===== src/rtl/rows_serial_settings.svh =====
`ifndef ROWS_SERIAL_SETTINGS_SVH
`define ROWS_SERIAL_SETTINGS_SVH

// Bits per pixel
`define ROWS_DATA_WIDTH 8

// Pixels per row, one line buffer holds exactly one row
`define ROWS_ROW_WIDTH  16
`define ROWS_ADDR_WIDTH 4

// Rows carried by one input beat
`define ROWS_LANES      3

// Idle cycles between output rows
`define ROWS_LINE_GAP   4

`endif


===== src/rtl/video_pkg.sv =====
`default_nettype none

`include "rows_serial_settings.svh"

package video_pkg;

    typedef logic [`ROWS_DATA_WIDTH-1:0] pixel_t;

    // Lane 0 sits at index 0
    typedef pixel_t [`ROWS_LANES-1:0] lanes_t;

    // One serial video beat
    typedef struct packed {
        logic   h_sync;
        logic   v_sync;
        pixel_t pixel;
    } video_beat_t;

endpackage

`default_nettype wire


===== src/rtl/buffer_pkg.sv =====
`default_nettype none

`include "rows_serial_settings.svh"

package buffer_pkg;

    typedef struct packed {
        logic                        en;
        logic [`ROWS_ADDR_WIDTH-1:0] addr;
        video_pkg::pixel_t           data;
    } buf_wr_t;

    // Shared by all buffered lanes
    typedef struct packed {
        logic                        en;
        logic [`ROWS_ADDR_WIDTH-1:0] addr;
    } buf_rd_t;

    typedef enum logic [1:0] {
        S_IDLE,
        S_DIRECT,
        S_GAP,
        S_REPLAY
    } serial_state_e;

endpackage

`default_nettype wire


===== src/rtl/row_splitter.sv =====
`timescale 1ns/100ps
`default_nettype none

`include "rows_serial_settings.svh"

module row_splitter (
    input  wire                                   i_clk,
    input  wire                                   i_rst_n,
    input  wire                                   i_h_sync,
    input  wire                                   i_v_sync,
    input  wire video_pkg::lanes_t                i_data,
    output video_pkg::video_beat_t                o_direct,
    output buffer_pkg::buf_wr_t [`ROWS_LANES-2:0] o_wr
);

    logic                        line_valid;
    logic [`ROWS_ADDR_WIDTH-1:0] col;

    // h_sync only counts inside a frame
    assign line_valid = i_h_sync && i_v_sync;

    //////////////////////////////////////////////////
    // Column counter, doubles as write address
    //////////////////////////////////////////////////

    always_ff @(posedge i_clk or negedge i_rst_n) begin
        if (!i_rst_n) begin
            col <= '0;
        end else if (line_valid) begin
            col <= col + 1'b1;
        end else begin
            col <= '0;
        end
    end

    //////////////////////////////////////////////////
    // Lane 0 direct, other lanes to line buffers
    //////////////////////////////////////////////////

    always_ff @(posedge i_clk or negedge i_rst_n) begin
        if (!i_rst_n) begin
            o_direct <= '0;
        end else begin
            o_direct.h_sync <= line_valid;
            o_direct.v_sync <= i_v_sync;
            o_direct.pixel  <= i_data[0];
        end
    end

    always_ff @(posedge i_clk or negedge i_rst_n) begin
        if (!i_rst_n) begin
            o_wr <= '0;
        end else begin
            for (int k = 0; k < `ROWS_LANES - 1; k++) begin
                o_wr[k].en   <= line_valid;
                o_wr[k].addr <= col;
                // Buffer k holds lane k+1
                o_wr[k].data <= i_data[k+1];
            end
        end
    end

endmodule

`default_nettype wire


===== src/rtl/line_buffer.sv =====
`timescale 1ns/100ps
`default_nettype none

`include "rows_serial_settings.svh"

module line_buffer (
    input  wire                      i_clk,
    input  wire                      i_rst_n,
    input  wire buffer_pkg::buf_wr_t i_wr,
    input  wire buffer_pkg::buf_rd_t i_rd,
    output video_pkg::pixel_t        o_rd_pixel
);

    localparam int LAST_COL_I = `ROWS_ROW_WIDTH - 1;
    localparam logic [`ROWS_ADDR_WIDTH-1:0] LAST_COL = LAST_COL_I[`ROWS_ADDR_WIDTH-1:0];

    video_pkg::pixel_t mem [`ROWS_ROW_WIDTH];
    logic              full;

    // One row of storage, registered read
    always_ff @(posedge i_clk) begin
        if (i_wr.en) begin
            mem[i_wr.addr] <= i_wr.data;
        end
        if (i_rd.en) begin
            o_rd_pixel <= mem[i_rd.addr];
        end
    end

    // Full from last column written until last column read
    always_ff @(posedge i_clk or negedge i_rst_n) begin
        if (!i_rst_n) begin
            full <= 1'b0;
        end else if (i_wr.en && i_wr.addr == LAST_COL) begin
            full <= 1'b1;
        end else if (i_rd.en && i_rd.addr == LAST_COL) begin
            full <= 1'b0;
        end
    end

    // Next input row must not land before the stored row was replayed
    a_no_write_when_full: assert property (
        @(posedge i_clk) disable iff (!i_rst_n)
        i_wr.en |-> !full
    );

endmodule

`default_nettype wire


===== src/rtl/row_serializer.sv =====
`timescale 1ns/100ps
`default_nettype none

`include "rows_serial_settings.svh"

module row_serializer (
    input  wire                                   i_clk,
    input  wire                                   i_rst_n,
    input  wire video_pkg::video_beat_t           i_direct,
    input  wire video_pkg::pixel_t [`ROWS_LANES-2:0] i_rd_pixel,
    output buffer_pkg::buf_rd_t                   o_rd,
    output logic                                  o_h_sync,
    output logic                                  o_v_sync,
    output video_pkg::pixel_t                     o_data
);

    localparam int AW         = `ROWS_ADDR_WIDTH;
    localparam int GAP_W      = $clog2(`ROWS_LINE_GAP + 1);
    localparam int SEL_W      = $clog2(`ROWS_LANES - 1);
    localparam int LAST_COL_I = `ROWS_ROW_WIDTH - 1;
    localparam int GAP_LAST_I = `ROWS_LINE_GAP - 1;
    localparam int LAST_SEL_I = `ROWS_LANES - 2;
    // After a direct row, the detect cycle and the read latency eat into the gap
    localparam int GAP_SKIP_I = 2;

    localparam logic [AW-1:0]    LAST_COL = LAST_COL_I[AW-1:0];
    localparam logic [GAP_W-1:0] GAP_LAST = GAP_LAST_I[GAP_W-1:0];
    localparam logic [GAP_W-1:0] GAP_SKIP = GAP_SKIP_I[GAP_W-1:0];
    localparam logic [SEL_W-1:0] LAST_SEL = LAST_SEL_I[SEL_W-1:0];

    buffer_pkg::serial_state_e state;
    logic [AW-1:0]             col;
    logic [GAP_W-1:0]          gap_cnt;
    logic [SEL_W-1:0]          buf_sel;
    logic                      rd_valid;
    logic [SEL_W-1:0]          rd_sel;

    //////////////////////////////////////////////////
    // Row sequencing
    //////////////////////////////////////////////////

    always_ff @(posedge i_clk or negedge i_rst_n) begin
        if (!i_rst_n) begin
            state   <= buffer_pkg::S_IDLE;
            col     <= '0;
            gap_cnt <= '0;
            buf_sel <= '0;
        end else if (!i_direct.v_sync) begin
            state   <= buffer_pkg::S_IDLE;
            col     <= '0;
            gap_cnt <= '0;
            buf_sel <= '0;
        end else begin
            case (state)
                buffer_pkg::S_IDLE: begin
                    if (i_direct.h_sync) begin
                        state <= buffer_pkg::S_DIRECT;
                    end
                end
                buffer_pkg::S_DIRECT: begin
                    if (!i_direct.h_sync) begin
                        state   <= buffer_pkg::S_GAP;
                        gap_cnt <= GAP_SKIP;
                        buf_sel <= '0;
                    end
                end
                buffer_pkg::S_GAP: begin
                    if (gap_cnt == GAP_LAST) begin
                        state <= buffer_pkg::S_REPLAY;
                    end else begin
                        gap_cnt <= gap_cnt + 1'b1;
                    end
                end
                buffer_pkg::S_REPLAY: begin
                    col <= col + 1'b1;
                    if (col == LAST_COL) begin
                        col <= '0;
                        if (buf_sel == LAST_SEL) begin
                            state <= buffer_pkg::S_IDLE;
                        end else begin
                            state   <= buffer_pkg::S_GAP;
                            gap_cnt <= '0;
                            buf_sel <= buf_sel + 1'b1;
                        end
                    end
                end
                default: state <= buffer_pkg::S_IDLE;
            endcase
        end
    end

    // Read one cycle ahead of the output register
    always_comb begin
        o_rd.en   = (state == buffer_pkg::S_REPLAY);
        o_rd.addr = col;
    end

    //////////////////////////////////////////////////
    // Output stage
    //////////////////////////////////////////////////

    always_ff @(posedge i_clk or negedge i_rst_n) begin
        if (!i_rst_n) begin
            rd_valid <= 1'b0;
            rd_sel   <= '0;
            o_h_sync <= 1'b0;
            o_v_sync <= 1'b0;
            o_data   <= '0;
        end else begin
            rd_valid <= o_rd.en;
            rd_sel   <= buf_sel;
            o_v_sync <= i_direct.v_sync;
            if (i_direct.h_sync) begin
                o_h_sync <= 1'b1;
                o_data   <= i_direct.pixel;
            end else if (rd_valid) begin
                o_h_sync <= 1'b1;
                o_data   <= i_rd_pixel[rd_sel];
            end else begin
                o_h_sync <= 1'b0;
                o_data   <= '0;
            end
        end
    end

    // Input row spacing keeps direct rows clear of the replays
    a_direct_from_idle: assert property (
        @(posedge i_clk) disable iff (!i_rst_n)
        $rose(i_direct.h_sync) |-> state == buffer_pkg::S_IDLE
    );

endmodule

`default_nettype wire


===== src/rtl/parallel_rows_to_serial.sv =====
`timescale 1ns/100ps
`default_nettype none

`include "rows_serial_settings.svh"

module parallel_rows_to_serial (
    input  wire                    i_clk,
    input  wire                    i_rst_n,
    input  wire                    i_h_sync,
    input  wire                    i_v_sync,
    input  wire video_pkg::lanes_t i_data,
    output logic                   o_h_sync,
    output logic                   o_v_sync,
    output video_pkg::pixel_t      o_data
);

    video_pkg::video_beat_t                   direct;
    buffer_pkg::buf_wr_t [`ROWS_LANES-2:0]    wr;
    buffer_pkg::buf_rd_t                      rd;
    video_pkg::pixel_t [`ROWS_LANES-2:0]      rd_pixel;

    row_splitter u_splitter (
        .i_clk    (i_clk),
        .i_rst_n  (i_rst_n),
        .i_h_sync (i_h_sync),
        .i_v_sync (i_v_sync),
        .i_data   (i_data),
        .o_direct (direct),
        .o_wr     (wr)
    );

    // One line buffer per replayed lane
    for (genvar g = 0; g < `ROWS_LANES - 1; g++) begin : g_buf
        line_buffer u_buf (
            .i_clk      (i_clk),
            .i_rst_n    (i_rst_n),
            .i_wr       (wr[g]),
            .i_rd       (rd),
            .o_rd_pixel (rd_pixel[g])
        );
    end

    row_serializer u_serializer (
        .i_clk      (i_clk),
        .i_rst_n    (i_rst_n),
        .i_direct   (direct),
        .i_rd_pixel (rd_pixel),
        .o_rd       (rd),
        .o_h_sync   (o_h_sync),
        .o_v_sync   (o_v_sync),
        .o_data     (o_data)
    );

endmodule

`default_nettype wire


===== config.mk =====
export PLATFORM = sky130hd
export DESIGN_NAME = parallel_rows_to_serial
export DESIGN_NICKNAME = d
export VERILOG_FILES = /design/src/rtl/video_pkg.sv /design/src/rtl/buffer_pkg.sv /design/src/rtl/row_splitter.sv /design/src/rtl/line_buffer.sv /design/src/rtl/row_serializer.sv /design/src/rtl/parallel_rows_to_serial.sv
export VERILOG_INCLUDE_DIRS = /design/src /design/src/rtl
export SDC_FILE = /design/constraint.sdc
export NUM_CORES = 1
export LEC_CHECK = 0
export BUFFER_PORTS_ARGS = -buffer_cell sky130_fd_sc_hd__buf_2
export CAP_MARGIN = 30
export CORE_MARGIN = 3
export CORE_UTILIZATION = 50
export CTS_BUF_LIST = sky130_fd_sc_hd__clkbuf_16
export DETAILED_ROUTE_END_ITERATION = 8
export PLACE_DENSITY = 0.74
export REMOVE_ABC_BUFFERS = 1
export SYNTH_ARGS = -nofsm -noshare
export SYNTH_HDL_FRONTEND = slang
export SYNTH_SLANG_ARGS = --single-unit

===== constraint.sdc =====
create_clock -name i_clk -period 8.7 [get_ports i_clk]
set_clock_uncertainty 0.2 [all_clocks]
set_input_delay 2.61 -clock i_clk [delete_from_list [all_inputs] [get_ports i_clk]]
set_output_delay 2.61 -clock i_clk [all_outputs]
set_load 0.005 [all_outputs]

Word-level counts from Yosys, hierarchy flattened. Memory sizes are Yosys's and may differ from the RTL's. A register that Yosys moved wholly into a read port is not among the register bits. Index checks and enable logic that the tools add are counted. W data, S select, Z words.

Flip-flop bits (word level): 56. Memories kept: 2. Logic and storage cells: 72. Output and inout port bits: 10. RAM bits: 256. Bits of input ports: 28.

Equal/unequal tests: 14. Order comparisons: 1. Muxes and demuxes: 30. Reductions and logical operators: 5. Add/sub/neg operators: 4.

Memories: g_buf[0].u_buf.mem (depth 16, width 8, read ports 1, clocked after memory_dff 1, write ports 1, line line_buffer.sv:17) `` video_pkg::pixel_t mem [`ROWS_ROW_WIDTH]; ``; g_buf[1].u_buf.mem (depth 16, width 8, read ports 1, clocked after memory_dff 1, write ports 1, line line_buffer.sv:17).

Operators by type and width (number): $mux W8 (4); $mux W4 (4); $mux W3 (5); $ne A3 B3 Y1 const B (5); $mux W2 (6); $pmux W3 S3 (1); $add A4 B1 Y4 const B (2); $mux W1 (8); $pmux W2 S4 (1); $reduce_and A5 Y1 (1); $eq A2 B2 Y1 const B (2); $eq A4 B4 Y1 const B (1); $ne A4 B1 Y1 const B (1); $reduce_and A4 Y1 (1); $add A3 B1 Y3 const B (1); $eq A3 B2 Y1 const B (1); $ne A3 B1 Y1 const B (1); $ne A3 B2 Y1 const B (1); $reduce_and A3 Y1 (1); $eq A2 B1 Y1 const B (1); $logic_not A2 Y1 (1); $lt A1 B2 Y1 const B (1); $ne A2 B1 Y1 const B (1); $pmux W1 S2 (1); 2 further kinds (2).

Logic depth before layout (Yosys ltp).
Word-level depth: 5. Gate-level depth with buffers: 7. Gate-level depth less buffers: 6.

Cells and area by module. A second synthesis with hierarchy kept.

Cells, all modules: 615. Area total of the unflattened synthesis: 12559.5 µm².

Modules (own cells, without submodules): line_buffer (times used 2, area each 5227.5 µm², cells an instance 229, seq. area each 4083.9 µm²); row_serializer (times used 1, area each 1138.6 µm², cells an instance 106, seq. area each 550.5 µm²); row_splitter (times used 1, area each 965.9 µm², cells an instance 51, seq. area each 850.8 µm²).

Worst setup path after synthesis. No wires, ideal clock.

Path type: register -> output. From: reg u_serializer.o_data[0]. To: out o_data[0]. Required time: 5.890 ns. Buffers on the path: 0. Cell stages (with the launch flop): 1. Data arrival time: 0.349 ns. Setup slack: 5.541 ns. Cells stage by stage: dfrtp_1.

RTL lines: from (decl) (line row_serializer.sv:14) `output video_pkg::pixel_t o_data`; from (signal assigned) (line row_serializer.sv:115) `o_data <= i_direct.pixel;`; from (signal assigned) (line row_serializer.sv:118) `o_data <= i_rd_pixel[rd_sel];`; to (decl) (line parallel_rows_to_serial.sv:14) `output video_pkg::pixel_t o_data`.

No word-level cell between the ends.

Worst setup path after layout.
From: reg u_serializer.o_data[2]. To: out o_data[2].

No word-level cell between the ends.

==> reports/metrics.yaml <==
worst_slew_pin_slew_ns: 1.05
grt_usage_pct: 19.2
grt_pass1_vias: 6782
pwr-share-seq_pct: 53.9
grt_max_degree: 59
yosys_warnings: 0
ios: 38
grt-ovfl-total: 0
syn_area_mm2: 0.0127
rows: 57
drc: 0
yosysSeqAreaShare_pct: 75.1
power_frac_comb_pct: 4.7
grt_pass1_wl_mm: 40.4
p_clk_share_pct: 41.4
start_util_pct: 51.7
cp-start-kind: "flop"
cts_max_path_buffers: 3
fin_setup_tns_ns: 0
post-cts-setup-buffer-count: 0
cpPeakStageDelay_ns: 0.36
cts.repair.resized: 0
layout.cells.most_common: "edfxtp_1"
setup_viol: 0
drt_iter0_markers: 592
place.gp.congestion: 0.770
post-route-util_pct: 58.3
vias: 6356
slew_headroom_pct: 30.0
viasPerCell: 5.93
drive_gt1_share_pct: 26.1
cts_tree: "done"
antenna_found_initial: 1
critical_path_class: "flop to primary output"
hold_ws_ns: 0.252
area_delta_synth_final_pct: 12.9
die_h_um: 166
outcome: "completed"
wire_per_inst_um: 24.4
dr.pass1.iters: 5
clk_latency_ns: 0.50
core_area_mm2: 0.0247
ys.flop_type: "edfxtp_1"
cts_hold_buf: 0
hold_class: "flop to flop"
syn_avg_cell_area_um2: 19.3
p_per_area_mw_per_mm2: 228
final_cell_mix: "272 x edfxtp_1, 74 x mux2i_1, 55 x dfrtp_1"
drtAntennaViolNets: 0
fin_crit_sh_pct: 43.6
cpLargestDelayFamily: "flip-flops"
arrival_ns: 0.98
die_area_mm2: 0.0274
cp.required_ns: 5.89
worstPathCellList: "buf_2"
crit_slowest_cell: "dfrtp_1"
wl_met2_mm: 13.0
cp_max_fo: 1
p_switching_mw: 0.682
drv_cap: 0
drt-total-wl_mm: 26.1
synth_cells: 659
portBuffers: 37
cts.reportedPaths.clkPinSlew_ns: 0.06
p_leak_nw: 4.84
multiInputGateArea_mm2: 0.00293
diodes: 0
wl_met1_mm: 10.4
die_w_um: 166
hold_viol: 0
cp.buffers_inverters: 1
top_layer: "met5"
worst_setup_path_end_kind: "primary output"
ys_async_sr_fraction_pct: 17.1
final-max-slew-violation-count: 0
nFillCells: 1811
regArea_mm2: 0.00957
switching_share_pct: 20.8
timing.final.ws_setup_ns: 4.91
power.internal_mw: 2.59
wl_met3_mm: 1.91
cts_buffers: 34
cts_sinks: 328
nets: 761
h-tree-depth: 2
dp_hpwl_mm: 15.4
root_buffer: "clkbuf_16"
preCtsSetupSlack_ns: 5.03
ir_worst_vdd_uv: 139
ys_seq_elements: 328
synth_cell_types: 47
period_needed_ns: 3.79
fmax_mhz: 264
synth_edf_count: 272
grt_setup_unrepaired: "false"
layout make-up:
class,count,share of cell area [%]
Multi-Input combinational cell,290,20.4
Timing Repair Buffer,62,2.78
Inverter,7,0.183
Sequential cell,328,66.5
Tap cell,324,2.82
Clock buffer,35,6.08
Clock inverter,26,1.27
Yosys cell counts (2+ instances only):
cell,number,area (µm²)
a21oi_1,3,15.0
a221oi_2,31,465
a22o_1,2,17.5
a22oi_1,16,120
buf_1,2,7.51
buf_2,4,20.0
buf_4,5,37.5
buf_6,14,158
clkbuf_1,6,22.5
dfrtp_1,56,1400
edfxtp_1,272,8170
ha_1,10,125
inv_1,6,22.5
mux2_4,2,30.0
mux2i_1,74,741
mux4_2,32,721
nand2_1,35,131
nand2b_1,9,56.3
nand3_1,5,25.0
nor2_1,12,45.0
nor2b_1,3,18.8
nor3_1,9,45.0
nor4_1,2,12.5
o21ai_0,24,120
o21ai_1,2,10.0
xnor2_1,2,17.5
state kept, by name, indices dropped and copies added (netlist names), 2 cells and up:
signal,count
u_splitter.o_wr,21
u_serializer.o_data,8
u_splitter.o_direct,9
g_buf.u_buf.mem,256
u_serializer.state,2
u_serializer.col,4
u_serializer.gap_cnt,3
u_splitter.col,4
g_buf.u_buf.o_rd_pixel,16
routing by layer:
layer / vias to the layer above / track usage [%]
met5: - / 0
met4: 2 / 6.87
met3: 60 / 4.48
met2: 245 / 31.3
met1: 3286 / 25.8
li1: 2763 / -
path summary, 6_finish.rpt:
check | slack (ns) | start | cells past startpoint | endpoint
setup reg to reg | 5.54 | u_serializer.col[2]$_DFFE_PN0P_ | 5 | g_buf[0].u_buf.o_rd_pixel[5]$_DFFE_PN_
hold reg to reg | 0.25 | u_splitter.col[2]$_DFF_PN0_ | 0 | u_splitter.o_wr[10]$_DFF_PN0_
hold / removal | 0.25 | u_splitter.col[2]$_DFF_PN0_ | 0 | u_splitter.o_wr[10]$_DFF_PN0_
min in group asynchronous | 2.08 | i_rst_n | 2 | u_splitter.o_direct[4]$_DFF_PN0_
max in group asynchronous | 5.63 | i_rst_n | 2 | u_serializer.col[0]$_DFFE_PN0P_
setup / recovery | 4.91 | u_serializer.o_data[2]$_DFF_PN0_ | 1 | o_data[2]
logic make-up after synthesis:
| logic type | synth area share, % |
|---|---|
| multiplexers | 11.7 |
| XOR/XNOR | 0.206 |
| flip-flops | 75.1 |
| AO/OA/AOI/OAI | 6.46 |
| adder cells (fa/ha/maj) | 0.982 |
| AND/OR/NAND/NOR | 3.12 |
| buffers and inverters | 2.46 |
power groups by stage:
| stage | combinational (mW) | sequential [mW] | clock, mW |
|---|---|---|---|
| 6_report | 0.153 | 1.77 | 1.36 |
| 5_1_grt | 0.170 | 1.77 | 1.46 |
| 4_1_cts | 0.147 | 1.77 | 1.38 |
| 3_5_place_dp | 0.146 | 1.81 | 0 |
| 3_3_place_gp | 0.137 | 1.80 | 0 |
| 2_1_floorplan | 0.107 | 1.79 | 0 |
through the flow:
step | power (mW) | instances | instance area, µm²
floorplan | 1.90 | 625 | 12500
global placement | 1.94 | 1008 | 13300
detailed placement | 1.95 | 1010 | 13300
CTS | 3.30 | 1071 | 14400
global route | 3.40 | 1072 | 14400
finish | 3.28 | 1072 | 14400
Note: power is estimated with default switching activity, not from simulation.
